`src/hw/rvv_elem_pkg.sv`:
```
package rvv_elem_pkg;

    // width of the sew code
    localparam int sew_w = 2;

    // sew codes as held in the core
    localparam logic [sew_w-1:0] sew_e8  = 2'd0;
    localparam logic [sew_w-1:0] sew_e16 = 2'd1;
    localparam logic [sew_w-1:0] sew_e32 = 2'd2;
    localparam logic [sew_w-1:0] sew_e64 = 2'd3;

    // lane width per sew
    localparam int lane_bits_e8  = 8;
    localparam int lane_bits_e16 = 16;
    localparam int lane_bits_e32 = 32;
    localparam int lane_bits_e64 = 64;

endpackage

```
`src/hw/rvv_isa_pkg.sv`:
```
package rvv_isa_pkg;

    // major opcodes
    localparam logic [6:0] opc_load  = 7'h07;
    localparam logic [6:0] opc_store = 7'h27;
    localparam logic [6:0] opc_op_v  = 7'h57;

    // funct3 categories under op_v
    localparam logic [2:0] f3_ivv = 3'd0;
    localparam logic [2:0] f3_ivi = 3'd3;
    localparam logic [2:0] f3_cfg = 3'd7;

    // integer funct6 codes kept in this slice
    localparam logic [5:0] f6_add = 6'h00;
    localparam logic [5:0] f6_sub = 6'h02;
    localparam logic [5:0] f6_and = 6'h09;
    localparam logic [5:0] f6_or  = 6'h0a;
    localparam logic [5:0] f6_xor = 6'h0b;

    // vsetvli vsew field, bits 25:23
    localparam int vsew_lsb = 23;

    // op_v layout, vs1 holds simm5 for .vi
    typedef struct packed {
        logic [5:0] funct6;
        logic       vm;
        logic [4:0] vs2;
        logic [4:0] vs1;
        logic [2:0] funct3;
        logic [4:0] vd;
        logic [6:0] opcode;
    } arith_fmt_t;

    // load/store layout, vd is vs3 on a store
    typedef struct packed {
        logic [2:0] nf;
        logic       mew;
        logic [1:0] mop;
        logic       vm;
        logic [4:0] lumop;
        logic [4:0] rs1;
        logic [2:0] width;
        logic [4:0] vd;
        logic [6:0] opcode;
    } mem_fmt_t;

    typedef union packed {
        arith_fmt_t  arith;
        mem_fmt_t    mem;
        logic [31:0] bits;
    } insn_t;

endpackage

```
`src/hw/vec_unit_if.sv`:
```
`timescale 1ns/1ns

// dispatch to alu, single-cycle valid, no back-pressure
interface alu_issue_if #(
    parameter int VLEN     = 64,
    parameter int NUM_VREG = 32
);
    logic                           valid;
    logic [5:0]                     funct6;
    logic                           is_imm;
    logic [rvv_elem_pkg::sew_w-1:0] sew;
    logic [$clog2(NUM_VREG)-1:0]    vd;
    // a is vs1, b is vs2
    logic [VLEN-1:0]                opnd_a;
    logic [VLEN-1:0]                opnd_b;
    logic [4:0]                     imm;

    modport src  (output valid, funct6, is_imm, sew, vd, opnd_a, opnd_b, imm);
    modport sink (input  valid, funct6, is_imm, sew, vd, opnd_a, opnd_b, imm);
endinterface


// one write stream into the register file
interface vreg_wb_if #(
    parameter int VLEN     = 64,
    parameter int NUM_VREG = 32
);
    logic                        we;
    logic [$clog2(NUM_VREG)-1:0] waddr;
    logic [VLEN-1:0]             wdata;

    modport src  (output we, waddr, wdata);
    modport sink (input  we, waddr, wdata);
endinterface

```
`src/hw/valu_pipe.sv`:
```
`timescale 1ns/1ns

module valu_pipe #(
    parameter int VLEN     = 64,
    parameter int NUM_VREG = 32
) (
    input logic       clk,
    input logic       rst_n,
    alu_issue_if.sink issue,
    vreg_wb_if.src    wb
);
    localparam int RA_W  = $clog2(NUM_VREG);
    localparam int NBYTE = VLEN / 8;
    localparam int L8    = rvv_elem_pkg::lane_bits_e8;
    localparam int L16   = rvv_elem_pkg::lane_bits_e16;
    localparam int L32   = rvv_elem_pkg::lane_bits_e32;
    localparam int L64   = rvv_elem_pkg::lane_bits_e64;

    logic                           s1_valid;
    logic [5:0]                     s1_funct6;
    logic [rvv_elem_pkg::sew_w-1:0] s1_sew;
    logic [RA_W-1:0]                s1_vd;
    logic [VLEN-1:0]                s1_a;
    logic [VLEN-1:0]                s1_b;
    logic [VLEN-1:0]                imm_vec;
    logic [VLEN-1:0]                a_in;
    logic [VLEN-1:0]                sum;
    logic [8:0]                     byte_sum;
    logic                           carry;
    logic                           is_sub;
    int                             lane_bytes;

    // simm5 sign-extended to the element, copied to every lane
    always_comb begin
        case (issue.sew)
            rvv_elem_pkg::sew_e8:  imm_vec = {(VLEN / L8){{(L8 - 5){issue.imm[4]}}, issue.imm}};
            rvv_elem_pkg::sew_e16: imm_vec = {(VLEN / L16){{(L16 - 5){issue.imm[4]}}, issue.imm}};
            rvv_elem_pkg::sew_e32: imm_vec = {(VLEN / L32){{(L32 - 5){issue.imm[4]}}, issue.imm}};
            default:               imm_vec = {(VLEN / L64){{(L64 - 5){issue.imm[4]}}, issue.imm}};
        endcase
    end

    always_ff @(posedge clk) begin
        if (!rst_n)
            s1_valid <= 1'b0;
        else
            s1_valid <= issue.valid;
    end

    // stage 1 operands
    always_ff @(posedge clk) begin
        if (issue.valid) begin
            s1_funct6 <= issue.funct6;
            s1_sew    <= issue.sew;
            s1_vd     <= issue.vd;
            s1_a      <= issue.is_imm ? imm_vec : issue.opnd_a;
            s1_b      <= issue.opnd_b;
        end
    end

    // vsub is vs2 - vs1, done as b + ~a + 1
    assign is_sub     = s1_funct6 == rvv_isa_pkg::f6_sub;
    assign a_in       = is_sub ? ~s1_a : s1_a;
    assign lane_bytes = 1 << s1_sew;

    // byte ripple, carry restarts at every lane boundary
    always_comb begin
        carry    = is_sub;
        byte_sum = '0;
        for (int k = 0; k < NBYTE; k++) begin
            if ((k & (lane_bytes - 1)) == 0)
                carry = is_sub;
            byte_sum = {1'b0, s1_b[k*8 +: 8]} + {1'b0, a_in[k*8 +: 8]} + {8'd0, carry};
            sum[k*8 +: 8] = byte_sum[7:0];
            carry = byte_sum[8];
        end
    end

    // stage 2 result goes straight to the register file
    always_comb begin
        case (s1_funct6)
            rvv_isa_pkg::f6_and: wb.wdata = s1_a & s1_b;
            rvv_isa_pkg::f6_or:  wb.wdata = s1_a | s1_b;
            rvv_isa_pkg::f6_xor: wb.wdata = s1_a ^ s1_b;
            default:             wb.wdata = sum;
        endcase
    end

    assign wb.we    = s1_valid;
    assign wb.waddr = s1_vd;

endmodule

```
`src/flat_wrapper.sv`:
```
// flat-port wrapper written by rule: the top's interface ports become plain ports
module valu_pipe_flat 
#(
    parameter int VLEN     = 64,
    parameter int NUM_VREG = 32
)
  (clk, rst_n, issue_valid, issue_funct6, issue_is_imm, issue_sew, issue_vd, issue_opnd_a, issue_opnd_b, issue_imm, wb_we, wb_waddr, wb_wdata);
  alu_issue_if #(.VLEN(VLEN), .NUM_VREG(NUM_VREG)) issue_i ();
  vreg_wb_if #(.VLEN(VLEN), .NUM_VREG(NUM_VREG)) wb_i ();
  input logic clk;
  input logic rst_n;
  input wire logic [$bits(issue_i.valid)-1:0] issue_valid;
  input wire logic [$bits(issue_i.funct6)-1:0] issue_funct6;
  input wire logic [$bits(issue_i.is_imm)-1:0] issue_is_imm;
  input wire logic [$bits(issue_i.sew)-1:0] issue_sew;
  input wire logic [$bits(issue_i.vd)-1:0] issue_vd;
  input wire logic [$bits(issue_i.opnd_a)-1:0] issue_opnd_a;
  input wire logic [$bits(issue_i.opnd_b)-1:0] issue_opnd_b;
  input wire logic [$bits(issue_i.imm)-1:0] issue_imm;
  output wire logic [$bits(wb_i.we)-1:0] wb_we;
  output wire logic [$bits(wb_i.waddr)-1:0] wb_waddr;
  output wire logic [$bits(wb_i.wdata)-1:0] wb_wdata;
  assign issue_i.valid = issue_valid;
  assign issue_i.funct6 = issue_funct6;
  assign issue_i.is_imm = issue_is_imm;
  assign issue_i.sew = issue_sew;
  assign issue_i.vd = issue_vd;
  assign issue_i.opnd_a = issue_opnd_a;
  assign issue_i.opnd_b = issue_opnd_b;
  assign issue_i.imm = issue_imm;
  assign wb_we = wb_i.we;
  assign wb_waddr = wb_i.waddr;
  assign wb_wdata = wb_i.wdata;
  valu_pipe #(.VLEN(VLEN), .NUM_VREG(NUM_VREG)) u_core (.clk(clk), .rst_n(rst_n), .issue(issue_i), .wb(wb_i));
endmodule
```
`config.mk`:
```
export PLATFORM = sky130hd
export DESIGN_NAME = valu_pipe_flat
export DESIGN_NICKNAME = d
export VERILOG_FILES = /design/src/hw/rvv_elem_pkg.sv /design/src/hw/rvv_isa_pkg.sv /design/src/hw/vec_unit_if.sv /design/src/hw/valu_pipe.sv /design/src/flat_wrapper.sv
export SDC_FILE = /design/constraint.sdc
export NUM_CORES = 1
export LEC_CHECK = 0
export BUFFER_PORTS_ARGS = -buffer_cell sky130_fd_sc_hd__buf_2
export CAP_MARGIN = 20
export CORE_MARGIN = 2
export CORE_UTILIZATION = 50
export DETAILED_ROUTE_END_ITERATION = 8
export GPL_TIMING_DRIVEN = 0
export HOLD_SLACK_MARGIN = 0.15
export PLACE_DENSITY = 0.76
export SLEW_MARGIN = 20
export SYNTH_ARGS = -nofsm -noshare
export SYNTH_HDL_FRONTEND = slang
export SYNTH_SLANG_ARGS = --single-unit
```
`constraint.sdc`:
```
create_clock -name clk -period 15.8 [get_ports clk]
set_clock_uncertainty 0.1 [all_clocks]
set_input_delay 1.58 -clock clk [delete_from_list [all_inputs] [get_ports clk]]
set_output_delay 1.58 -clock clk [all_outputs]
set_load 0.005 [all_outputs]
```
==> impl_metrics.yaml <==
cts:
  cts_tree: "yes"
  cts_buffers: 17
  clk_pin_slew_worst_paths_ns: 0.07
  hold_buffers: 0
  cts_num_sinks: 142
  cts.path.max_buffers: 2
  cts_root_buf: "clkbuf_16"
  h-tree-depth: 4
global_route:
  grt_use_total_pct: 31.02
  grt_overflow_total: 0
  grt_max_degree: 95
  grt_pass1_wl_mm: 57.08
  grt_pass1_vias: 10597
  grt_antenna_before_repair: 3
route:
  routed_wl_mm: 38.86
  wire_per_inst_um: 21.04
  vias_per_cell: 5.799
  final_antenna_net_count: 0
  drt_first_iter_violations: 1231
  first_pass_iters: 6
  post-route-drc-count: 0
  route.vias.total: 10710
synthesis:
  synth_edf_count: 141
  ys_ff_latch: 142
  ys_seq_area_share_pct: 35.82
  synth_cell_types: 54
  synth_area_leaders: "edfxtp_1, ha_1, inv_1, xnor2_1, o21ai_0"
  ys.flop_type: "edfxtp_1"
  synth_warnings: 0
  synthArstFlopShare_pct: 0
  avgSynthCellArea_um2: 9.988
  synth_area_mm2: 0.01188
  synthCells: 1189
  synth_top_cell_by_area: "edfxtp_1"
  yosysTopAreaCellShare_pct: 35.65
  syn_nets: 1537
critical_path:
  required_ns: 14.12
  endpoint_kind: "primary output"
  crit_buf_inv: 3
  crit_slowest_cell: "or4b_4"
  worstPathMaxFanout: 4
  cpMostUsedCell: "fa_2"
  crit_type: "register to primary output"
  start_kind: "register"
  crit_family: "adder cells"
  arrival_ns: 14.38
  max_stage_delay_ns: 0.58
cells_and_area:
  fin_nets: 1859
  stdcell_count: 1847
  drive_above_1_share_pct: 27.49
  multi_input_area_mm2: 0.006869
  regArea_mm2: 0.004254
  nFillCells: 1910
  area_growth_pct: 25.73
placed_design:
  portBuffers: 218
  place_inst: 1727
  hpwlAfterDp_mm: 26.35
  pre_cts_ws_ns: -1.707
  gp_congestion: 0.9209
hold_path:
  min_to: "u_core.s1_b[27]"
  hp-start: "issue_opnd_b[27]"
  hold_path_depth: 1
  hold_path.class: "input port to register"
power:
  finalPower_mw: 1.465
  powerDensity_mw_per_mm2: 98.14
  vdd_ir_drop_max_mv: 0.06911
  leakage_nw: 6.989
die:
  die_width_um: 158.1
  coreArea_mm2: 0.02340
  rows: 56
  dieArea_mm2: 0.02500
  start_util_pct: 50.74
  die_y_um: 158.1
  io_pins: 220
timing:
  rsz0062_at_grt: "true"
  setup_violations: 4
  period_share_pct: 101.6
  finalHoldViolCount: 0
  worst_slack_ns: -0.2574
  min_period_ns: 16.06
  drv_slew: 0
  fmax_mhz: 62.28
  tightest_slew_ns: 1.185
  slew_headroom_pct: 21.01
  setup_tns_ns: -0.5470
outcome:
  violations: "negative setup slack"
  status: "finished, violations left"
flow_run:
  cap_violations: 0
## report_power, final
group | internal (mW) | switching (mW) | leakage, nW | total [mW]
logic | 0.258 | 0.281 | 5.30 | 0.539
clock network | 0.268 | 0.178 | 0.304 | 0.445
registers | 0.453 | 0.0277 | 1.39 | 0.481
## kinds of logic (layout without fill, tap and decap cells)
group                    after synthesis  in the layout  share of synthesized area [%]
other                                  0              4                              0
AND/OR/NAND/NOR                      154            154                          6.754
XOR/XNOR                              97             97                          7.154
AO/OA/AOI/OAI                        314            314                          16.85
adder cells (fa/ha/maj)              198            198                          21.81
flip-flops                           142            142                          35.82
multiplexers                          41             41                          3.498
buffers and inverters                243            578                          8.113
## cells in the final DEF (no fill, tap or decap), types with 17 or more instances in the layout
| cell | count |
|---|---|
| buf_2 | 227 |
| inv_1 | 191 |
| ha_1 | 183 |
| edfxtp_1 | 141 |
| o21ai_0 | 111 |
| buf_4 | 83 |
| xnor2_1 | 80 |
| a21oi_1 | 43 |
| mux2i_1 | 37 |
| nor2_1 | 34 |
| clkbuf_1 | 30 |
| nand2_1 | 29 |
| o22a_1 | 25 |
| a221oi_1 | 25 |
| o21a_1 | 20 |
| nor3_1 | 19 |
| nor2b_1 | 17 |
| clkbuf_16 | 17 |
## synth_stat cells, types with 5 or more instances
library cell	number
clkbuf_1	29
nor2b_1	19
mux2i_1	37
nor3_1	20
edfxtp_1	141
o21a_1	20
o31ai_1	7
or2_2	5
nand2b_1	8
xor2_1	15
a21oi_1	47
o21ai_0	128
a221oi_1	25
or3_1	8
xnor2_1	82
nor2_1	36
inv_1	192
o221ai_1	11
nand3_1	5
o22a_1	25
nand2_1	30
o211ai_1	7
buf_2	14
ha_1	183
nand3b_1	6
a31oi_1	9
fa_1	15
o21ai_1	5
## state kept, by name (all words and copies together) (netlist names)
signal	flops
u_core.wb.we	1
u_core.wb.waddr	5
u_core.s1_funct6	6
u_core.s1_a	64
u_core.s1_b	64
u_core.s1_sew	2
## through the flow
step                      cell area [µm²]  hold slack (ns)  util (%)
after floorplan                     11880            1.579         -
after global placement              13370            1.657     57.11
after detailed placement            13400            1.658     57.27
after CTS                           14650            1.194     62.59
after global routing                14930            1.196     63.79
final                               14930            1.203     63.80
## repair_timing
item	4_1_cts	5_1_grt
pin swaps	43	60
setup endpoints to repair	11	10
setup buffers	69	18
resized for setup	39	41
gates cloned	0	0
## worst max-delay path by stage
stage                   startpoint            to  slack, ns  cells after the start
6_report       u_core.s1_funct6[5]  wb_wdata[62]      -0.26                     69
4_1_cts        u_core.s1_funct6[5]  wb_wdata[52]      -0.27                     81
5_1_grt        u_core.s1_funct6[5]  wb_wdata[62]      -0.80                     69
2_1_floorplan  u_core.s1_funct6[0]  wb_wdata[62]       0.19                     68
3_5_place_dp   u_core.s1_funct6[0]  wb_wdata[62]      -1.71                     69
3_3_place_gp   u_core.s1_funct6[0]  wb_wdata[62]      -1.62                     69
## area by class of cell
cell class	count	area share (%)
sequential	142	28.49
tap	319	2.673
multi-input combinational	804	46.01
clock buffer	18	2.874
antenna	4	0.06704
clock inverter	14	1.366
inverter	192	4.827
timing repair buffer	303	11.88
buffer	51	1.810
## routing by layer
| layer | vias to the layer above | GRT usage, % | part of all wire (%) |
|---|---|---|---|
| met5 | - | 0 | 0 |
| met4 | 0 | 17.76 | 5.5 |
| met3 | 159 | 7.802 | 11 |
| met2 | 668 | 49.83 | 46 |
| met1 | 5039 | 37.99 | 38 |
| li1 | 4844 | - | - |
Power figures use the tool's default switching activity.
