`src/hw/vec_unit_if.sv`:
```


// dispatch to memory unit, four-phase req/ack
interface mem_issue_if #(
    parameter int VLEN           = 64,
    parameter int NUM_VREG       = 32,
    parameter int MEM_ADDR_WIDTH = 32
);
    logic                        req;
    logic                        ack;
    logic                        is_store;
    logic [$clog2(NUM_VREG)-1:0] vd;
    logic [MEM_ADDR_WIDTH-1:0]   addr;
    logic [VLEN-1:0]             wdata;

    modport src  (output req, is_store, vd, addr, wdata, input  ack);
    modport sink (input  req, is_store, vd, addr, wdata, output ack);
endinterface

// one write stream into the register file
interface vreg_wb_if #(
    parameter int VLEN     = 64,
    parameter int NUM_VREG = 32
);
    logic                        we;
    logic [$clog2(NUM_VREG)-1:0] waddr;
    logic [VLEN-1:0]             wdata;

    modport src  (output we, waddr, wdata);
    modport sink (input  we, waddr, wdata);
endinterface

```
`src/hw/vmem_unit.sv`:
```
`timescale 1ns/1ns

module vmem_unit #(
    parameter int VLEN           = 64,
    parameter int NUM_VREG       = 32,
    parameter int MEM_ADDR_WIDTH = 32
) (
    input  logic                      clk,
    input  logic                      rst_n,
    mem_issue_if.sink                 issue,
    vreg_wb_if.src                    wb,
    output logic                      mem_req,
    output logic                      mem_we,
    output logic [MEM_ADDR_WIDTH-1:0] mem_addr,
    output logic [VLEN-1:0]           mem_wdata,
    input  logic                      mem_ack,
    input  logic [VLEN-1:0]           mem_rdata
);
    localparam logic [1:0] s_idle    = 2'd0;
    localparam logic [1:0] s_request = 2'd1;
    localparam logic [1:0] s_release = 2'd2;
    localparam logic [1:0] s_commit  = 2'd3;

    logic [1:0]                  state;
    logic [$clog2(NUM_VREG)-1:0] vd_q;
    logic [VLEN-1:0]             rdata_q;
    logic                        accept;
    logic                        mem_done;

    assign accept   = state == s_idle && issue.req && !issue.ack;
    assign mem_done = state == s_request && mem_req && mem_ack;

    always_ff @(posedge clk) begin
        if (!rst_n) begin
            state     <= s_idle;
            mem_req   <= 1'b0;
            issue.ack <= 1'b0;
        end else begin
            case (state)
                s_idle: if (accept) begin
                    issue.ack <= 1'b1;
                    state     <= s_request;
                end
                // req only rises once the previous ack is gone
                s_request: if (!mem_req && !mem_ack) begin
                    mem_req <= 1'b1;
                end else if (mem_done) begin
                    mem_req <= 1'b0;
                    state   <= s_release;
                end
                // wait for both the memory and dispatch to let go
                s_release: if (!mem_ack && !issue.req) begin
                    state <= s_commit;
                end
                default: begin
                    issue.ack <= 1'b0;
                    state     <= s_idle;
                end
            endcase
        end
    end

    // transaction fields and load data
    always_ff @(posedge clk) begin
        if (accept) begin
            mem_we    <= issue.is_store;
            mem_addr  <= issue.addr;
            mem_wdata <= issue.wdata;
            vd_q      <= issue.vd;
        end
        if (mem_done)
            rdata_q <= mem_rdata;
    end

    // single write pulse in commit, loads only
    assign wb.we    = state == s_commit && !mem_we;
    assign wb.waddr = vd_q;
    assign wb.wdata = rdata_q;

endmodule

```
`src/flat_wrapper.sv`:
```
// flat-port wrapper written by rule: the top's interface ports become plain ports
module vmem_unit_flat 
#(
    parameter int VLEN           = 64,
    parameter int NUM_VREG       = 32,
    parameter int MEM_ADDR_WIDTH = 32
)
  (clk, rst_n, mem_req, mem_we, mem_addr, mem_wdata, mem_ack, mem_rdata, issue_req, issue_is_store, issue_vd, issue_addr, issue_wdata, issue_ack, wb_we, wb_waddr, wb_wdata);
  mem_issue_if #(.VLEN(VLEN), .NUM_VREG(NUM_VREG), .MEM_ADDR_WIDTH(MEM_ADDR_WIDTH)) issue_i ();
  vreg_wb_if #(.VLEN(VLEN), .NUM_VREG(NUM_VREG)) wb_i ();
  input  logic clk;
  input  logic rst_n;
  output logic mem_req;
  output logic mem_we;
  output logic [MEM_ADDR_WIDTH-1:0] mem_addr;
  output logic [VLEN-1:0] mem_wdata;
  input  logic mem_ack;
  input  logic [VLEN-1:0] mem_rdata;
  input wire logic [$bits(issue_i.req)-1:0] issue_req;
  input wire logic [$bits(issue_i.is_store)-1:0] issue_is_store;
  input wire logic [$bits(issue_i.vd)-1:0] issue_vd;
  input wire logic [$bits(issue_i.addr)-1:0] issue_addr;
  input wire logic [$bits(issue_i.wdata)-1:0] issue_wdata;
  output wire logic [$bits(issue_i.ack)-1:0] issue_ack;
  output wire logic [$bits(wb_i.we)-1:0] wb_we;
  output wire logic [$bits(wb_i.waddr)-1:0] wb_waddr;
  output wire logic [$bits(wb_i.wdata)-1:0] wb_wdata;
  assign issue_i.req = issue_req;
  assign issue_i.is_store = issue_is_store;
  assign issue_i.vd = issue_vd;
  assign issue_i.addr = issue_addr;
  assign issue_i.wdata = issue_wdata;
  assign issue_ack = issue_i.ack;
  assign wb_we = wb_i.we;
  assign wb_waddr = wb_i.waddr;
  assign wb_wdata = wb_i.wdata;
  vmem_unit #(.VLEN(VLEN), .NUM_VREG(NUM_VREG), .MEM_ADDR_WIDTH(MEM_ADDR_WIDTH)) u_core (.clk(clk), .rst_n(rst_n), .issue(issue_i), .wb(wb_i), .mem_req(mem_req), .mem_we(mem_we), .mem_addr(mem_addr), .mem_wdata(mem_wdata), .mem_ack(mem_ack), .mem_rdata(mem_rdata));
endmodule
```
`config.mk`:
```
export PLATFORM = sky130hd
export DESIGN_NAME = vmem_unit_flat
export DESIGN_NICKNAME = d
export VERILOG_FILES = /design/src/hw/vec_unit_if.sv /design/src/hw/vmem_unit.sv /design/src/flat_wrapper.sv
export SDC_FILE = /design/constraint.sdc
export NUM_CORES = 1
export LEC_CHECK = 0
export BUFFER_PORTS_ARGS = -buffer_cell sky130_fd_sc_hd__buf_2
export CAP_MARGIN = 5
export CORE_AREA = 2 2 133 135
export DETAILED_ROUTE_END_ITERATION = 8
export DIE_AREA = 0 0 135 137
export GPL_TIMING_DRIVEN = 0
export PLACE_DENSITY_LB_ADDON = 0.25
export SETUP_SLACK_MARGIN = 0.1
export SYNTH_ARGS = -nofsm -noshare
export SYNTH_HDL_FRONTEND = slang
export SYNTH_SLANG_ARGS = --single-unit
```
`constraint.sdc`:
```
create_clock -name clk -period 9.6 [get_ports clk]
set_clock_uncertainty 0.1 [all_clocks]
set_input_delay 0.48 -clock clk [delete_from_list [all_inputs] [get_ports clk]]
set_output_delay 0.48 -clock clk [all_outputs]
set_load 0.01 [all_outputs]
```
==> results of run 1 <==
==> power by group through the flow <==
stage / clock (W) / combinational, W / sequential (W)
final: 0.000668 / 0.000376 / 0.00102
after global placement: 0 / 0.000340 / 0.00109
after CTS: 0.000686 / 0.000386 / 0.00102
after global routing: 0.000715 / 0.000409 / 0.00103
after floorplan: 0 / 0.0000900 / 0.00114
after detailed placement: 0 / 0.000385 / 0.00103
==> cell type report <==
| cell class | count | area (µm²) | area share |
|---|---|---|---|
| antenna | 2 | 5.00 | 0.000630 |
| clock buffer | 18 | 429 | 0.0540 |
| clock inverter | 13 | 145 | 0.0183 |
| inverter | 4 | 15.0 | 0.00189 |
| multi-input combinational | 24 | 194 | 0.0244 |
| sequential | 170 | 5060 | 0.638 |
| tap | 225 | 282 | 0.0355 |
| timing repair buffer | 347 | 1810 | 0.227 |
==> metrics by stage <==
step | instances | area, µm² | power (W) | TNS (ps) | setup WS [ps]
after floorplan | 198 | 5270 | 0.00123 | 0 | 742
after global placement | 761 | 7240 | 0.00143 | -205600 | -2020
after detailed placement | 770 | 7360 | 0.00142 | 0 | 7120
after CTS | 801 | 7940 | 0.00209 | 0 | 7090
after global routing | 803 | 7940 | 0.00215 | 0 | 6940
final | 803 | 7940 | 0.00206 | 0 | 7130
==> flip-flops by register name, summed over array words and instances, names as in the netlist <==
register / count
u_core.mem_wdata: 64
u_core.issue.ack: 1
u_core.mem_req: 1
u_core.mem_we: 1
u_core.wb.wdata: 64
u_core.mem_addr: 32
u_core.wb.waddr: 5
u_core.state: 2
==> final timing paths <==
path                                            end  slack [ps]       startpoint
worst max-delay path            u_core.mem_addr[11]        7130  u_core.state[0]
worst max register to register  u_core.mem_addr[11]        7130  u_core.state[0]
worst min-delay path            u_core.wb.wdata[37]         130    mem_rdata[37]
worst min register to register       u_core.mem_req         450   u_core.mem_req
==> cell usage in the layout, fill, tap and decap left out, drive strengths merged, types with 3 or more instances in the layout <==
| master | Yosys | layout |
|---|---|---|
| clkbuf | 0 | 18 |
| a21oi | 3 | 3 |
| nor2 | 3 | 3 |
| clkinv | 0 | 5 |
| nand2 | 3 | 3 |
| inv | 4 | 8 |
| buf | 0 | 347 |
| edfxtp | 166 | 166 |
| dfxtp | 4 | 4 |
| ha | 5 | 5 |
==> metal layers <==
layer	part of all wire	wire [µm]	vias to the layer above	track usage
li1	-	-	1525	-
met1	0.34	4240	1486	0.127
met2	0.51	6390	219	0.222
met3	0.12	1560	20	0.0704
met4	0.021	256	2	0.0677
met5	0.0010	13	-	0
==> cells by family (layout without fill, tap and decap cells) <==
group,count (synthesis),count (layout)
adders and majority gates,5,5
AOI/OAI and AO/OA,10,10
buffers and inverters,4,382
and+or+nand+nor,9,9
DFF,170,170
other,0,2
==> flow_summary.json, run 1 <==
{
  "drive_gt1_frac": 0.661,
  "synthDistinctLibCells": 16,
  "cp_num_cells": 6,
  "grt_max_degree": 47,
  "power_frac_clock": 0.324,
  "p_leak_nw": 3.36,
  "hpwl_mm": 9.75,
  "synthTopCellsByArea": "edfxtp_1 (95%), dfxtp_1 (1.5%), ha_1 (1.2%), a41o_1 (0.38%), o32ai_2 (0.31%)",
  "yosys.area.top_type": "edfxtp_1",
  "synth_top_family_by_area": "compound AO/OA/AOI/OAI gates",
  "dr.pass1.iters": 4,
  "final_antenna_net_count": 0,
  "cts_root_buf": "clkbuf_16",
  "tightest_slew_ps": 896,
  "setup_violations": 0,
  "timing.final.crit_share": 0.257,
  "synth_compound_area_frac": 0.0157,
  "pwr-share-comb": 0.183,
  "maxCapViolations": 0,
  "path_delay_family": "simple AND/OR/NAND/NOR gates",
  "netlist_area_um2": 5270,
  "path_common_cell": "buf_6",
  "fmax_mhz": 405,
  "area_delta_synth_final_pct": 50.7,
  "min_path_type": "input port to flip-flop",
  "synthSimpleGateAreaFrac": 0.00808,
  "synth_top_area_share": 0.946,
  "critPathKind": "flip-flop to flip-flop",
  "core_um2": 17100,
  "vias_per_cell": 4.05,
  "crit_path_top_delay_cell": "nor3b_2",
  "postSynthCellCount": 198,
  "cp_max_fo": 13,
  "ys.flop_type": "edfxtp_1",
  "irDropWorstVdd_mv": 0.145,
  "grt_first_pass_wirelength_mm": 17.4,
  "p_sw_w": 0.000544,
  "synth_edf_count": 166,
  "hold_viol_final": 0,
  "post-synth-top-count-cell": "edfxtp_1",
  "post_cts_resized": 0,
  "worstSetupEndpointType": "flip-flop",
  "syn_nets": 373,
  "vias": 3252,
  "track_usage": 0.130,
  "worstPathRequired_ps": 9630,
  "slew_headroom": 0.400,
  "cts_setup_buffers": 0,
  "ys_top_cells_by_count": "edfxtp_1 (166), ha_1 (5), dfxtp_1 (4), inv_1 (4)",
  "max_stage_delay_ps": 760,
  "pin_count": 339,
  "path_buf_inv": 4,
  "die_h_um": 137,
  "period_minus_slack_ps": 2470,
  "cp_data_arrival_time_ps": 2500,
  "drt-wirelength-per-cell_um": 15.5,
  "drv_slew": 0,
  "r2r_cells": 6,
  "cts.clk_slew.worst_paths_ps": 70,
  "p_int_w": 0.00152,
  "cts_made_buffers": 17,
  "clk-insertion-delay-late_ps": 420,
  "synth-xor-area-share": 0,
  "ctsHoldBuffers": 0,
  "n_fill_cell": 1545,
  "ys_ff_latch": 170,
  "drt_iter0_drc": 109,
  "grt_pass1_vias": 3373,
  "numClockSinks": 170,
  "htreeDepth": 4,
  "numPortBuffers": 338,
  "rsz0062_at_grt": "false",
  "yosysSeqAreaShare": 0.962,
  "wirelength_mm": 12.5,
  "dieArea_um2": 18500,
  "gp_congestion": 0.735,
  "synth_warnings": 0,
  "nets": 739,
  "synth_mux_area_frac": 0,
  "grt_overflow_total": 0,
  "hold_path_depth": 1,
  "die_w_um": 135,
  "async_reset_ff_frac": 0,
  "crit_chain": "inv_1 > ha_1 > nor3b_2 > buf_6 > buf_8 > buf_6",
  "synthAdderAreaFrac": 0.0119,
  "initial_utilization": 0.309,
  "switching_share": 0.264,
  "syn_avg_cell_area_um2": 26.6,
  "drc_errors": 0,
  "row_count": 48,
  "p_seq_frac": 0.493,
  "p_per_area_nw_per_um2": 260,
  "hold_ws_ps": 126,
  "cts_buffer_depth": 2,
  "cts_tree": "built",
  "grt_antenna_before_repair": 3,
  "finish.utilization": 0.466,
  "status": "completed",
  "startpoint_type": "flip-flop"
}
Note: power is estimated with default switching activity, not from simulation.
==> run 2: changes to the inputs <==
Settings changed: CORE_AREA 2 2 133 135 to 2 2 132 134, DIE_AREA 0 0 135 137 to 0 0 134 136.
Clock period 9.6 ns to 2.2 ns, I/O delays scaled along.
==> run 2 against run 1 <==
  * The run now fails in clock tree synthesis (4_1_cts)
  * Synthesized cell count stayed put
  * Area after synthesis did not move
==> flow_summary.json, run 2 <==
{
  "numPortBuffers": 338,
  "hpwl_mm": 9.24,
  "post_cts_resized": 5,
  "htreeDepth": 4,
  "ctsHoldBuffers": 161,
  "syn_avg_cell_area_um2": 26.6,
  "ys_ff_latch": 170,
  "row_count": 48,
  "die_w_um": 134,
  "syn_nets": 373,
  "postSynthCellCount": 198,
  "status": "aborted with a tool error",
  "async_reset_ff_frac": 0,
  "initial_utilization": 0.312,
  "cts_made_buffers": 17,
  "pin_count": 339,
  "ys.flop_type": "edfxtp_1",
  "placed_cell_area_um2": 7370,
  "gp_congestion": 0.723,
  "yosysSeqAreaShare": 0.962,
  "cts_setup_buffers": 2,
  "error_line": "[ERROR RSZ-0060] Max buffer count reached.",
  "synth_warnings": 0,
  "post-synth-top-count-cell": "edfxtp_1",
  "synthDistinctLibCells": 16,
  "synth_edf_count": 166,
  "synth_top_area_share": 0.946,
  "yosys.area.top_type": "edfxtp_1",
  "numClockSinks": 170,
  "netlist_area_um2": 5270,
  "synthTopCellsByArea": "edfxtp_1 (95%), dfxtp_1 (1.5%), ha_1 (1.2%), a41o_1 (0.38%), o32ai_2 (0.31%)",
  "cts_buffer_depth": 2,
  "cts_root_buf": "clkbuf_16",
  "die_h_um": 136,
  "ys_top_cells_by_count": "edfxtp_1 (166), ha_1 (5), dfxtp_1 (4), inv_1 (4)",
  "stop_stage": "clock tree synthesis (4_1_cts)"
}
## run 2: cell counts after synthesis
Identical to the previous run, type by type.
## run 2: cell families after synthesis
group | after synthesis | synth area share
flops | 170 | 0.962
compound gates | 10 | 0.0157
simple gates | 9 | 0.00808
fa+ha+maj | 5 | 0.0119
buf+inv | 4 | 0.00285
## run 2: per-stage QoR
step / utilization / std cells / setup WS [ps] / hold WS, ps
floorplan: - / 198 / -1500 / 109
detailed placement: 0.437 / 767 / -456 / 188
global placement: 0.431 / 761 / -2410 / 186
==> run 3: changes to the inputs <==
Settings changed: CORE_AREA 2 2 132 134 to 2 2 133 135, DIE_AREA 0 0 134 136 to 0 0 135 137, PLACE_DENSITY_LB_ADDON 0.25 to 0.15, SETUP_SLACK_MARGIN 0.1 to not set.
Clock period 2.2 ns to 2.86 ns, I/O delays scaled along.
==> run 3 against run 2 <==
  * Area after synthesis stayed put
  * Synthesized cell count is the same
  * The run again fails in clock tree synthesis (4_1_cts)
==> flow_summary.json, run 3 <==
{
  "cts_setup_buffers": 0,
  "postSynthCellCount": 198,
  "ys_top_cells_by_count": "edfxtp_1 (166), ha_1 (5), dfxtp_1 (4), inv_1 (4)",
  "syn_avg_cell_area_um2": 26.6,
  "async_reset_ff_frac": 0,
  "gp_congestion": 0.747,
  "numClockSinks": 170,
  "stop_stage": "clock tree synthesis (4_1_cts)",
  "placed_cell_area_um2": 7400,
  "die_w_um": 135,
  "cts_root_buf": "clkbuf_16",
  "synth_edf_count": 166,
  "htreeDepth": 4,
  "synth_warnings": 0,
  "row_count": 48,
  "synthDistinctLibCells": 16,
  "cts_buffer_depth": 2,
  "pin_count": 339,
  "die_h_um": 137,
  "netlist_area_um2": 5270,
  "ys.flop_type": "edfxtp_1",
  "synth_top_area_share": 0.946,
  "cts_made_buffers": 17,
  "yosysSeqAreaShare": 0.962,
  "syn_nets": 373,
  "hpwl_mm": 10.1,
  "error_line": "[ERROR RSZ-0060] Max buffer count reached.",
  "numPortBuffers": 338,
  "status": "aborted with a tool error",
  "yosys.area.top_type": "edfxtp_1",
  "post-synth-top-count-cell": "edfxtp_1",
  "initial_utilization": 0.309,
  "post_cts_resized": 0,
  "ctsHoldBuffers": 161,
  "synthTopCellsByArea": "edfxtp_1 (95%), dfxtp_1 (1.5%), ha_1 (1.2%), a41o_1 (0.38%), o32ai_2 (0.31%)",
  "preCtsSetupSlack_ps": 569,
  "ys_ff_latch": 170
}
[run 3: cell counts after synthesis]
Identical to the previous run, type by type.
[run 3: kinds of logic after synthesis]
logic type | count (synthesis) | synth area share
AND/OR/NAND/NOR | 9 | 0.00808
flip-flops | 170 | 0.962
buffers and inverters | 4 | 0.00285
AO/OA/AOI/OAI | 10 | 0.0157
adder cells (fa/ha/maj) | 5 | 0.0119
[run 3: metrics by stage]
step           hold slack [ps]  std cells   util
2_1_floorplan              142        198      -
3_3_place_gp               219        761  0.426
3_5_place_dp               221        768  0.434
