[config.mk]
export PLATFORM = sky130hd
export DESIGN_NAME = insn_dispatch_flat
export DESIGN_NICKNAME = d
export VERILOG_FILES = /design/src/hw/rvv_elem_pkg.sv /design/src/hw/rvv_isa_pkg.sv /design/src/hw/vec_unit_if.sv /design/src/hw/insn_dispatch.sv /design/src/flat_wrapper.sv
export SDC_FILE = /design/constraint.sdc
export NUM_CORES = 1
export LEC_CHECK = 0
export BUFFER_PORTS_ARGS = -buffer_cell sky130_fd_sc_hd__buf_2
export CAP_MARGIN = 20
export CORE_AREA = 2 2 193 195
export CTS_CLUSTER_SIZE = 8
export DETAILED_ROUTE_END_ITERATION = 10
export DIE_AREA = 0 0 195 197
export HOLD_SLACK_MARGIN = 0.05
export SYNTH_ARGS = -nofsm -noshare
export SYNTH_HDL_FRONTEND = slang
export SYNTH_SLANG_ARGS = --single-unit
export TNS_END_PERCENT = 50
[constraint.sdc]
create_clock -name clk -period 10.1 [get_ports clk]
set_clock_uncertainty 0.1 [all_clocks]
set_input_delay 0.505 -clock clk [delete_from_list [all_inputs] [get_ports clk]]
set_output_delay 0.505 -clock clk [all_outputs]
set_load 0.1 [all_outputs]
[src/hw/rvv_elem_pkg.sv]
package rvv_elem_pkg;

    // width of the sew code
    localparam int sew_w = 2;

    // sew codes as held in the core
    localparam logic [sew_w-1:0] sew_e8  = 2'd0;
    localparam logic [sew_w-1:0] sew_e16 = 2'd1;
    localparam logic [sew_w-1:0] sew_e32 = 2'd2;
    localparam logic [sew_w-1:0] sew_e64 = 2'd3;

    // lane width per sew
    localparam int lane_bits_e8  = 8;
    localparam int lane_bits_e16 = 16;
    localparam int lane_bits_e32 = 32;
    localparam int lane_bits_e64 = 64;

endpackage

[src/hw/rvv_isa_pkg.sv]
package rvv_isa_pkg;

    // major opcodes
    localparam logic [6:0] opc_load  = 7'h07;
    localparam logic [6:0] opc_store = 7'h27;
    localparam logic [6:0] opc_op_v  = 7'h57;

    // funct3 categories under op_v
    localparam logic [2:0] f3_ivv = 3'd0;
    localparam logic [2:0] f3_ivi = 3'd3;
    localparam logic [2:0] f3_cfg = 3'd7;

    // integer funct6 codes kept in this slice
    localparam logic [5:0] f6_add = 6'h00;
    localparam logic [5:0] f6_sub = 6'h02;
    localparam logic [5:0] f6_and = 6'h09;
    localparam logic [5:0] f6_or  = 6'h0a;
    localparam logic [5:0] f6_xor = 6'h0b;

    // vsetvli vsew field, bits 25:23
    localparam int vsew_lsb = 23;

    // op_v layout, vs1 holds simm5 for .vi
    typedef struct packed {
        logic [5:0] funct6;
        logic       vm;
        logic [4:0] vs2;
        logic [4:0] vs1;
        logic [2:0] funct3;
        logic [4:0] vd;
        logic [6:0] opcode;
    } arith_fmt_t;

    // load/store layout, vd is vs3 on a store
    typedef struct packed {
        logic [2:0] nf;
        logic       mew;
        logic [1:0] mop;
        logic       vm;
        logic [4:0] lumop;
        logic [4:0] rs1;
        logic [2:0] width;
        logic [4:0] vd;
        logic [6:0] opcode;
    } mem_fmt_t;

    typedef union packed {
        arith_fmt_t  arith;
        mem_fmt_t    mem;
        logic [31:0] bits;
    } insn_t;

endpackage

[src/hw/vec_unit_if.sv]
`timescale 1ns/1ns

// dispatch to alu, single-cycle valid, no back-pressure
interface alu_issue_if #(
    parameter int VLEN     = 64,
    parameter int NUM_VREG = 32
);
    logic                           valid;
    logic [5:0]                     funct6;
    logic                           is_imm;
    logic [rvv_elem_pkg::sew_w-1:0] sew;
    logic [$clog2(NUM_VREG)-1:0]    vd;
    // a is vs1, b is vs2
    logic [VLEN-1:0]                opnd_a;
    logic [VLEN-1:0]                opnd_b;
    logic [4:0]                     imm;

    modport src  (output valid, funct6, is_imm, sew, vd, opnd_a, opnd_b, imm);
    modport sink (input  valid, funct6, is_imm, sew, vd, opnd_a, opnd_b, imm);
endinterface

// dispatch to memory unit, four-phase req/ack
interface mem_issue_if #(
    parameter int VLEN           = 64,
    parameter int NUM_VREG       = 32,
    parameter int MEM_ADDR_WIDTH = 32
);
    logic                        req;
    logic                        ack;
    logic                        is_store;
    logic [$clog2(NUM_VREG)-1:0] vd;
    logic [MEM_ADDR_WIDTH-1:0]   addr;
    logic [VLEN-1:0]             wdata;

    modport src  (output req, is_store, vd, addr, wdata, input  ack);
    modport sink (input  req, is_store, vd, addr, wdata, output ack);
endinterface


[src/hw/insn_dispatch.sv]
`timescale 1ns/1ns

module insn_dispatch #(
    parameter int VLEN           = 64,
    parameter int NUM_VREG       = 32,
    parameter int MEM_ADDR_WIDTH = 32
) (
    input  logic                        clk,
    input  logic                        rst_n,
    input  rvv_isa_pkg::insn_t          insn,
    input  logic [MEM_ADDR_WIDTH-1:0]   scalar_op,
    input  logic                        insn_req,
    output logic                        insn_ack,
    alu_issue_if.src                    alu,
    mem_issue_if.src                    mem,
    output logic [$clog2(NUM_VREG)-1:0] rd_addr_a,
    output logic [$clog2(NUM_VREG)-1:0] rd_addr_b,
    input  logic [VLEN-1:0]             rd_data_a,
    input  logic [VLEN-1:0]             rd_data_b,
    output logic                        claim,
    output logic [$clog2(NUM_VREG)-1:0] claim_addr,
    input  logic [NUM_VREG-1:0]         busy
);
    localparam int RA_W = $clog2(NUM_VREG);

    logic [RA_W-1:0]                vs1;
    logic [RA_W-1:0]                vs2;
    logic [RA_W-1:0]                vd;
    logic                           is_op;
    logic                           is_cfg;
    logic                           is_alu;
    logic                           is_load;
    logic                           is_store;
    logic                           is_mem;
    logic                           f6_ok;
    logic                           mem_ok;
    logic                           stall;
    logic                           go;
    logic [rvv_elem_pkg::sew_w-1:0] sew_q;

    assign vs1 = insn.arith.vs1[RA_W-1:0];
    assign vs2 = insn.arith.vs2[RA_W-1:0];
    // vd and vs3 sit in the same bits in both views
    assign vd  = insn.arith.vd[RA_W-1:0];

    assign is_op  = insn.arith.opcode == rvv_isa_pkg::opc_op_v;
    // vsetvli has bit 31 clear, vsew 4 and up is reserved
    assign is_cfg = is_op && insn.arith.funct3 == rvv_isa_pkg::f3_cfg && !insn.bits[31]
                    && !insn.bits[rvv_isa_pkg::vsew_lsb + 2];

    always_comb begin
        case (insn.arith.funct6)
            rvv_isa_pkg::f6_add, rvv_isa_pkg::f6_sub, rvv_isa_pkg::f6_and,
            rvv_isa_pkg::f6_or, rvv_isa_pkg::f6_xor: f6_ok = 1'b1;
            default: f6_ok = 1'b0;
        endcase
    end

    assign is_alu = is_op && f6_ok && (insn.arith.funct3 == rvv_isa_pkg::f3_ivv
                                       || insn.arith.funct3 == rvv_isa_pkg::f3_ivi);

    // unit stride only; width 1..4 belongs to scalar fp
    assign mem_ok = (insn.mem.width == 3'd0 || (insn.mem.width[2] && insn.mem.width[1:0] != 2'd0))
                    && insn.mem.mop == 2'd0 && !insn.mem.mew && insn.mem.nf == 3'd0;
    assign is_load  = mem_ok && insn.mem.opcode == rvv_isa_pkg::opc_load;
    assign is_store = mem_ok && insn.mem.opcode == rvv_isa_pkg::opc_store;
    assign is_mem   = is_load || is_store;

    // port a also fetches store data
    assign rd_addr_a = is_store ? vd : vs1;
    assign rd_addr_b = vs2;

    // raw on sources, waw on vd, one memory op at a time
    always_comb begin
        stall = 1'b0;
        if (is_alu)
            stall = busy[vs2] || busy[vd]
                    || (insn.arith.funct3 == rvv_isa_pkg::f3_ivv && busy[vs1]);
        else if (is_mem)
            stall = busy[vd] || mem.req || mem.ack;
    end

    assign go = insn_req && !insn_ack && !stall;

    // stores write no register
    assign claim      = go && (is_alu || is_load);
    assign claim_addr = vd;

    always_ff @(posedge clk) begin
        if (!rst_n) begin
            insn_ack  <= 1'b0;
            sew_q     <= rvv_elem_pkg::sew_e8;
            alu.valid <= 1'b0;
            mem.req   <= 1'b0;
        end else begin
            alu.valid <= go && is_alu;
            if (go)
                insn_ack <= 1'b1;
            else if (!insn_req)
                insn_ack <= 1'b0;
            if (go && is_cfg)
                sew_q <= insn.bits[rvv_isa_pkg::vsew_lsb +: rvv_elem_pkg::sew_w];
            // hold req until the unit has latched
            if (go && is_mem)
                mem.req <= 1'b1;
            else if (mem.ack)
                mem.req <= 1'b0;
        end
    end

    // issue payload
    always_ff @(posedge clk) begin
        if (go && is_alu) begin
            alu.funct6 <= insn.arith.funct6;
            alu.is_imm <= insn.arith.funct3 == rvv_isa_pkg::f3_ivi;
            alu.sew    <= sew_q;
            alu.vd     <= vd;
            alu.opnd_a <= rd_data_a;
            alu.opnd_b <= rd_data_b;
            alu.imm    <= insn.arith.vs1;
        end
        if (go && is_mem) begin
            mem.is_store <= is_store;
            mem.vd       <= vd;
            mem.addr     <= scalar_op;
            mem.wdata    <= rd_data_a;
        end
    end

endmodule

[src/flat_wrapper.sv]
// flat-port wrapper written by rule: the top's interface ports become plain ports
module insn_dispatch_flat 
#(
    parameter int VLEN           = 64,
    parameter int NUM_VREG       = 32,
    parameter int MEM_ADDR_WIDTH = 32
)
  (clk, rst_n, insn, scalar_op, insn_req, insn_ack, rd_addr_a, rd_addr_b, rd_data_a, rd_data_b, claim, claim_addr, busy, alu_valid, alu_funct6, alu_is_imm, alu_sew, alu_vd, alu_opnd_a, alu_opnd_b, alu_imm, mem_req, mem_is_store, mem_vd, mem_addr, mem_wdata, mem_ack);
  alu_issue_if #(.VLEN(VLEN), .NUM_VREG(NUM_VREG)) alu_i ();
  mem_issue_if #(.VLEN(VLEN), .NUM_VREG(NUM_VREG), .MEM_ADDR_WIDTH(MEM_ADDR_WIDTH)) mem_i ();
  input  logic clk;
  input  logic rst_n;
  input  rvv_isa_pkg::insn_t insn;
  input  logic [MEM_ADDR_WIDTH-1:0] scalar_op;
  input  logic insn_req;
  output logic insn_ack;
  output logic [$clog2(NUM_VREG)-1:0] rd_addr_a;
  output logic [$clog2(NUM_VREG)-1:0] rd_addr_b;
  input  logic [VLEN-1:0] rd_data_a;
  input  logic [VLEN-1:0] rd_data_b;
  output logic claim;
  output logic [$clog2(NUM_VREG)-1:0] claim_addr;
  input  logic [NUM_VREG-1:0] busy;
  output wire logic [$bits(alu_i.valid)-1:0] alu_valid;
  output wire logic [$bits(alu_i.funct6)-1:0] alu_funct6;
  output wire logic [$bits(alu_i.is_imm)-1:0] alu_is_imm;
  output wire logic [$bits(alu_i.sew)-1:0] alu_sew;
  output wire logic [$bits(alu_i.vd)-1:0] alu_vd;
  output wire logic [$bits(alu_i.opnd_a)-1:0] alu_opnd_a;
  output wire logic [$bits(alu_i.opnd_b)-1:0] alu_opnd_b;
  output wire logic [$bits(alu_i.imm)-1:0] alu_imm;
  output wire logic [$bits(mem_i.req)-1:0] mem_req;
  output wire logic [$bits(mem_i.is_store)-1:0] mem_is_store;
  output wire logic [$bits(mem_i.vd)-1:0] mem_vd;
  output wire logic [$bits(mem_i.addr)-1:0] mem_addr;
  output wire logic [$bits(mem_i.wdata)-1:0] mem_wdata;
  input wire logic [$bits(mem_i.ack)-1:0] mem_ack;
  assign alu_valid = alu_i.valid;
  assign alu_funct6 = alu_i.funct6;
  assign alu_is_imm = alu_i.is_imm;
  assign alu_sew = alu_i.sew;
  assign alu_vd = alu_i.vd;
  assign alu_opnd_a = alu_i.opnd_a;
  assign alu_opnd_b = alu_i.opnd_b;
  assign alu_imm = alu_i.imm;
  assign mem_req = mem_i.req;
  assign mem_is_store = mem_i.is_store;
  assign mem_vd = mem_i.vd;
  assign mem_addr = mem_i.addr;
  assign mem_wdata = mem_i.wdata;
  assign mem_i.ack = mem_ack;
  insn_dispatch #(.VLEN(VLEN), .NUM_VREG(NUM_VREG), .MEM_ADDR_WIDTH(MEM_ADDR_WIDTH)) u_core (.clk(clk), .rst_n(rst_n), .insn(insn), .scalar_op(scalar_op), .insn_req(insn_req), .insn_ack(insn_ack), .alu(alu_i), .mem(mem_i), .rd_addr_a(rd_addr_a), .rd_addr_b(rd_addr_b), .rd_data_a(rd_data_a), .rd_data_b(rd_data_b), .claim(claim), .claim_addr(claim_addr), .busy(busy));
endmodule
==> results.json, run 1 <==
{
  "rsz0062_at_grt": "no",
  "report.final.hold_viol_count": 0,
  "layout_worst_path_cycle_share_pct": 41.2,
  "cts_buffers": 37,
  "critPathCaptureType": "flop",
  "main_flop_type_after_synthesis": "sky130_fd_sc_hd__edfxtp_1",
  "synth-seq-cells": 254,
  "clock_path_buffers": 3,
  "synth-warning-count": 0,
  "cellPowerDensity_nw_per_um2": 172,
  "dp_worst_setup_slack_ns": 5.38,
  "vias_in_the_first_global_route": 6821,
  "cts.sink_count": 254,
  "die_y_um": 197,
  "syn_nets": 661,
  "drt_iter0_drc": 284,
  "die_x_um": 195,
  "status": "completed",
  "async_reset_ff_share_pct": 0,
  "count_of_flip_flops_with_a_built_in_enable_after_synthesis": 249,
  "ios": 496,
  "cts.reportedPaths.clkPinSlew_ns": 0.05,
  "overall_overflow_remaining_after_global_route": 0,
  "route.vias.total": 6549,
  "tritoncts": "done",
  "worstPathMaxFanout": 79,
  "setup-violations-final": 0,
  "p_leak_nw": 5.74,
  "yosysUniqueCellTypes": 40,
  "type_of_the_worst_setup_path": "input port to flop",
  "mappedNetlistArea_um2": 8920,
  "via_per_inst": 4.25,
  "synth.avg_cell_area_um2": 20.6,
  "slew_viol_final": 0,
  "finalHoldWorstSlack_ns": 0.0838,
  "max_cap_viol_count": 0,
  "maxSlewHeadroom_pct": 31.0,
  "setup_tns_ns": 0,
  "placement.io_buffers": 495,
  "drive_gt1_share_pct": 51.7,
  "mostFrequentLayoutCells": "sky130_fd_sc_hd__buf_2 (495), sky130_fd_sc_hd__edfxtp_1 (249), sky130_fd_sc_hd__dlygate4sd3_1 (111)",
  "overall_routed_net_length_mm": 29.2,
  "final_common_cell": "sky130_fd_sc_hd__buf_2",
  "timing.critical_path.arrival_ns": 4.19,
  "core_area_um2": 36300,
  "worst_hold_path_type": "input port to flop",
  "clk_root_buffer_cell": "sky130_fd_sc_hd__clkbuf_16",
  "placement_rows": 70,
  "detailed_place.area_um2": 11900,
  "ant_nets": 0,
  "report.power.total_mw": 2.41,
  "net_count_of_the_finished_layout": 1292,
  "cts-resized-gates": 0,
  "initial_core_util_pct": 24.6,
  "drc": 0,
  "grt_first_pass_wirelength_mm": 41.4,
  "min_period_ns": 4.16,
  "largest_net_degree_at_the_start_of_global_routing": 80,
  "gpl.final_weighted_congestion": 0.849,
  "worst_slew_pin_slew_ns": 1.03,
  "grt_util_all_layers_pct": 14.5,
  "layout.cell_area.non_filler_um2": 14000,
  "timing.fmax_ghz": 0.240,
  "worstPathRequired_ns": 10.13,
  "dpl.hpwl_mm": 21.5,
  "synthCells": 432,
  "seq_area_frac_synth_pct": 85.0,
  "clk_latency_ns": 0.52,
  "drt_pass1_iterations": 4,
  "areaGrowthSynthToFinish_pct": 57.0,
  "cts_max_level": 2,
  "die_area_um2": 38400,
  "worst_setup_path_start_kind": "input port",
  "post-route-worst-setup-slack_ns": 5.94,
  "vdd_drop_max_v": 0.000108,
  "drt-wirelength-per-cell_um": 18.9,
  "grt_antenna_before_repair": 2
}
[state kept, by name (all words and copies together), names as in the netlist, 5 cells and up]
signal and count:
u_core.alu.vd 5, u_core.alu.imm 5, u_core.mem.vd 5, u_core.alu.opnd_a 64, u_core.mem.addr 32, u_core.alu.funct6 6
u_core.mem.wdata 64, u_core.alu.opnd_b 64
[synth_stat cells, types with 2 or more instances]
master	n	area share, %
sky130_fd_sc_hd__and2_1	2	0.14
sky130_fd_sc_hd__a211oi_1	2	0.17
sky130_fd_sc_hd__mux2_2	5	0.63
sky130_fd_sc_hd__nor2_1	13	0.55
sky130_fd_sc_hd__a22oi_1	6	0.51
sky130_fd_sc_hd__buf_4	10	0.84
sky130_fd_sc_hd__and3_1	2	0.14
sky130_fd_sc_hd__nand2b_1	3	0.21
sky130_fd_sc_hd__mux4_2	5	1.3
sky130_fd_sc_hd__nor3_1	2	0.11
sky130_fd_sc_hd__dfxtp_1	5	1.1
sky130_fd_sc_hd__clkbuf_1	2	0.084
sky130_fd_sc_hd__a21oi_1	9	0.51
sky130_fd_sc_hd__inv_1	8	0.34
sky130_fd_sc_hd__nor2b_1	5	0.35
sky130_fd_sc_hd__o21ai_0	4	0.22
sky130_fd_sc_hd__mux2i_1	41	4.6
sky130_fd_sc_hd__edfxtp_1	249	84
sky130_fd_sc_hd__nand4b_1	2	0.20
sky130_fd_sc_hd__buf_6	2	0.25
sky130_fd_sc_hd__nand3b_1	3	0.25
sky130_fd_sc_hd__nand4_1	5	0.35
sky130_fd_sc_hd__buf_2	3	0.17
sky130_fd_sc_hd__nand3_1	9	0.51
sky130_fd_sc_hd__nand2_1	19	0.80
sky130_fd_sc_hd__nor4_1	2	0.14
[power by group]
group	switching [mW]	internal [mW]
clock network	0.421	0.658
registers	0.000209	1.16
logic	0.0870	0.0802
total	0.508	1.90
[worst max-delay path: stages]
cell and delay (ns):
sky130_fd_sc_hd__buf_2 0.43, sky130_fd_sc_hd__mux2i_1 0.26, sky130_fd_sc_hd__a22oi_1 0.11, sky130_fd_sc_hd__nand3_1 0.09
sky130_fd_sc_hd__nand2_1 0.05, sky130_fd_sc_hd__a311o_1 0.40, sky130_fd_sc_hd__o41ai_4 0.45, sky130_fd_sc_hd__nand4_1 0.32
sky130_fd_sc_hd__inv_6 0.56, sky130_fd_sc_hd__buf_4 0.87
[through the flow]
step	utilization, %	std cells
3_3_place_gp	32.8	1381
6_report	38.6	1542
4_1_cts	38.6	1540
2_1_floorplan	-	432
3_5_place_dp	32.8	1381
5_1_grt	38.6	1542
[path summary, 6_finish.rpt]
check | startpoint | end | slack, ns | cells past startpoint
worst max register to register | u_core.insn_ack | u_core.alu.opnd_a[15] | 7.07 | 5
worst max-delay path | insn[8] | u_core.alu.opnd_a[15] | 5.94 | 10
worst min-delay path | rd_data_b[36] | u_core.alu.opnd_b[36] | 0.08 | 1
worst min register to register | u_core.sew_q[1] | u_core.alu.sew[1] | 0.34 | 0
[routing by layer]
| layer | track usage (%) | vias to the layer above | part of all wire, % |
|---|---|---|---|
| li1 | - | 2974 | - |
| met1 | 16.3 | 3175 | 38 |
| met2 | 25.2 | 347 | 51 |
| met3 | 4.72 | 53 | 8.1 |
| met4 | 6.02 | 0 | 2.9 |
| met5 | 0 | - | 0 |
[kinds of logic (layout without fill, tap and decap cells)]
logic type | count (synthesis) | after routing | synth area share [%]
buffers and inverters | 25 | 665 | 1.68
and+or+nand+nor | 72 | 72 | 4.21
adders and majority gates | 1 | 1 | 0.140
AOI/OAI and AO/OA | 29 | 29 | 2.48
other | 0 | 2 | 0
muxes | 51 | 51 | 6.50
DFF | 254 | 254 | 85.0
[area by class of cell]
class / count / area [µm²]
antenna: 2 / 5.00
clock buffer: 44 / 952
clock inverter: 4 / 41.3
fill: 3430 / 22300
inverter: 8 / 35.0
multi-input combinational: 153 / 1190
sequential: 254 / 7580
tap: 468 / 586
timing repair buffer: 609 / 3610
[repair_timing]
action,in CTS,in global routing
hold endpoints to repair,125,0
hold buffers,111,0
buffers inserted,0,0
setup endpoints to repair,0,0
Note: power is estimated with default switching activity, not from simulation.
==> inputs of run 2 (changes only) <==
--- a/config.mk
+++ b/config.mk
@@ -7,10 +7,10 @@
 export LEC_CHECK = 0
 export BUFFER_PORTS_ARGS = -buffer_cell sky130_fd_sc_hd__buf_2
 export CAP_MARGIN = 20
-export CORE_AREA = 2 2 193 195
+export CORE_AREA = 2 2 195 197
 export CTS_CLUSTER_SIZE = 8
 export DETAILED_ROUTE_END_ITERATION = 10
-export DIE_AREA = 0 0 195 197
+export DIE_AREA = 0 0 197 199
 export HOLD_SLACK_MARGIN = 0.05
 export SYNTH_ARGS = -nofsm -noshare
 export SYNTH_HDL_FRONTEND = slang
==> constraint.sdc (replaced) <==
create_clock -name clk -period 3.9 [get_ports clk]
set_clock_uncertainty 0.1 [all_clocks]
set_input_delay 0.195 -clock clk [delete_from_list [all_inputs] [get_ports clk]]
set_output_delay 0.195 -clock clk [all_outputs]
set_load 0.1 [all_outputs]
==> run 2 against run 1 <==
Net effect: total power grew to 2.7 times the previous value; register-to-register slack got worse by 5.5 ns; final cell count grew 5.4%; utilization rose by 1.4 points; die area is 2.1% higher; flip-flop and latch count unchanged; design area is 6.2% higher; sequential power rose to 2.6 times the previous value.
==> results.json, run 2 (synthesized netlist as in run 1, its figures left out) <==
{
  "worstPathRequired_ns": 4.21,
  "timing.rr.start": "u_core.insn_ack",
  "clock_path_buffers": 3,
  "die_x_um": 197,
  "critPathCaptureType": "flop",
  "grt.met3_usage_pct": 4.19,
  "die_area_um2": 39200,
  "cts-resized-gates": 0,
  "setup_tns_ns": 0,
  "grt.met2_usage_pct": 27.3,
  "insertedDiodeCount": 0,
  "overall_overflow_remaining_after_global_route": 0,
  "worstPathMaxFanout": 3,
  "grt_util_all_layers_pct": 14.7,
  "ios": 496,
  "setup-violations-final": 0,
  "drc": 0,
  "die_y_um": 199,
  "cts_max_level": 2,
  "path_cells": "dlygate4sd3_1 -> buf_2 -> or3b_2 -> nor4_1 -> nand4_1 -> a311oi_1 -> o311ai_0 -> and2_1 -> a32oi_1 -> dlygate4sd3_1 -> nor2_1 -> dlygate4sd3_1",
  "drt_pass1_iterations": 6,
  "tritoncts": "done",
  "drive_gt1_share_pct": 48.5,
  "min_from": "insn[8]",
  "timing.critical_path.buf_inv": 4,
  "ant_nets": 0,
  "maxSlewHeadroom_pct": 63.9,
  "cp_slowest_stage_delay_ns": 0.60,
  "vias_in_the_first_global_route": 7289,
  "drt_iter0_drc": 242,
  "p_leak_nw": 6.10,
  "drt-wirelength-per-cell_um": 18.7,
  "initial_core_util_pct": 24.0,
  "cts.reportedPaths.clkPinSlew_ns": 0.05,
  "crit_slowest_cell": "sky130_fd_sc_hd__dlygate4sd3_1",
  "layout_worst_path_cycle_share_pct": 95.4,
  "type_of_the_worst_setup_path": "input port to flop",
  "layout.cell_area.non_filler_um2": 14900,
  "timing.fmax_ghz": 0.269,
  "worst_path_dominant_cell_family": "buffers and inverters",
  "rsz0062_at_grt": "no",
  "placement.io_buffers": 495,
  "cts.sink_count": 254,
  "clk_root_buffer_cell": "sky130_fd_sc_hd__clkbuf_16",
  "areaGrowthSynthToFinish_pct": 66.8,
  "largest_net_degree_at_the_start_of_global_routing": 54,
  "gr-usage-met1_pct": 15.7,
  "grt_first_pass_wirelength_mm": 42.8,
  "vdd_drop_max_v": 0.000250,
  "max_cap_viol_count": 0,
  "final_core_utilization_pct": 40.1,
  "core_area_um2": 37100,
  "min_period_ns": 3.72,
  "dp_worst_setup_slack_ns": 0.528,
  "slew_viol_final": 0,
  "cellPowerDensity_nw_per_um2": 430,
  "worst_slew_pin_slew_ns": 0.541,
  "detailed_place.area_um2": 12000,
  "cts_buffers": 38,
  "route.vias.total": 6864,
  "timing.critical_path.arrival_ns": 4.03,
  "post-route-worst-setup-slack_ns": 0.180,
  "clk_latency_ns": 0.52,
  "worst_setup_path_start_kind": "input port",
  "dpl.hpwl_mm": 21.1,
  "grt-busiest-layer": "met2",
  "via_per_inst": 4.22,
  "mostFrequentLayoutCells": "sky130_fd_sc_hd__buf_2 (495), sky130_fd_sc_hd__edfxtp_1 (249), sky130_fd_sc_hd__dlygate4sd3_1 (184)",
  "cp-startpoint": "insn[31]",
  "finalHoldWorstSlack_ns": 0.107,
  "overall_routed_net_length_mm": 30.3,
  "net_count_of_the_finished_layout": 1368,
  "path_common_cell": "sky130_fd_sc_hd__dlygate4sd3_1",
  "reg.largest.list": "u_core.alu.opnd_a x64, u_core.alu.opnd_b x64, u_core.mem.wdata x64",
  "worst_hold_path_type": "input port to flop",
  "setup.reg_to_reg.worst_slack_ns": 1.60,
  "status": "completed",
  "gpl.final_weighted_congestion": 0.893,
  "report.final.hold_viol_count": 0,
  "grt_antenna_before_repair": 0,
  "placement_rows": 71,
  "final_common_cell": "sky130_fd_sc_hd__buf_2"
}
==> run 2: cell types whose count changed in the layout (fill, tap and decap cells not counted), sizes merged <==
cell / previous run / this run
buf: 498 / 500
inv: 11 / 9
dlygate4sd3: 111 / 184
diode: 2 / 0
clkbuf: 44 / 48
clkinv: 1 / 2
clkinvlp: 0 / 1
==> run 2: through the flow <==
| step | cells | total power, mW |
|---|---|---|
| after global routing | 1625 | 6.64 |
| after detailed placement | 1389 | 3.39 |
| after CTS | 1625 | 6.49 |
| after floorplan | 432 | 3.22 |
| final | 1625 | 6.40 |
| after global placement | 1389 | 3.38 |
==> run 2: cell type report <==
type | instances | area (µm²)
fill | 3452 | 22300
sequential | 254 | 7580
timing repair buffer | 684 | 4420
multi-input combinational | 153 | 1200
clock buffer | 48 | 1010
tap | 474 | 593
clock inverter | 4 | 41.3
inverter | 8 | 33.8
==> run 2: what timing repair did <==
item	4_1_cts	5_1_grt
hold endpoints to repair	249	0
hold buffers	184	0
buffers inserted	0	0
==> run 2: metal layers <==
metal,part of all wire [%],wire [µm]
met1,37,11200
met2,53,16200
met3,6.6,2020
met4,2.8,858
met5,0,0
==> run 2: path summary, 6_finish.rpt <==
check                            to  cells after the start
setup / recovery    u_core.insn_ack                     12
hold / removal     u_core.mem.vd[1]                      1
setup reg to reg    u_core.insn_ack                      6
hold reg to reg   u_core.alu.sew[1]                      0
==> run 2: where the power goes <==
group          internal (mW)  switching, mW
Combinational          0.256          0.239
Sequential              3.00       0.000620
Clock                   1.80           1.10
Total                   5.06           1.34
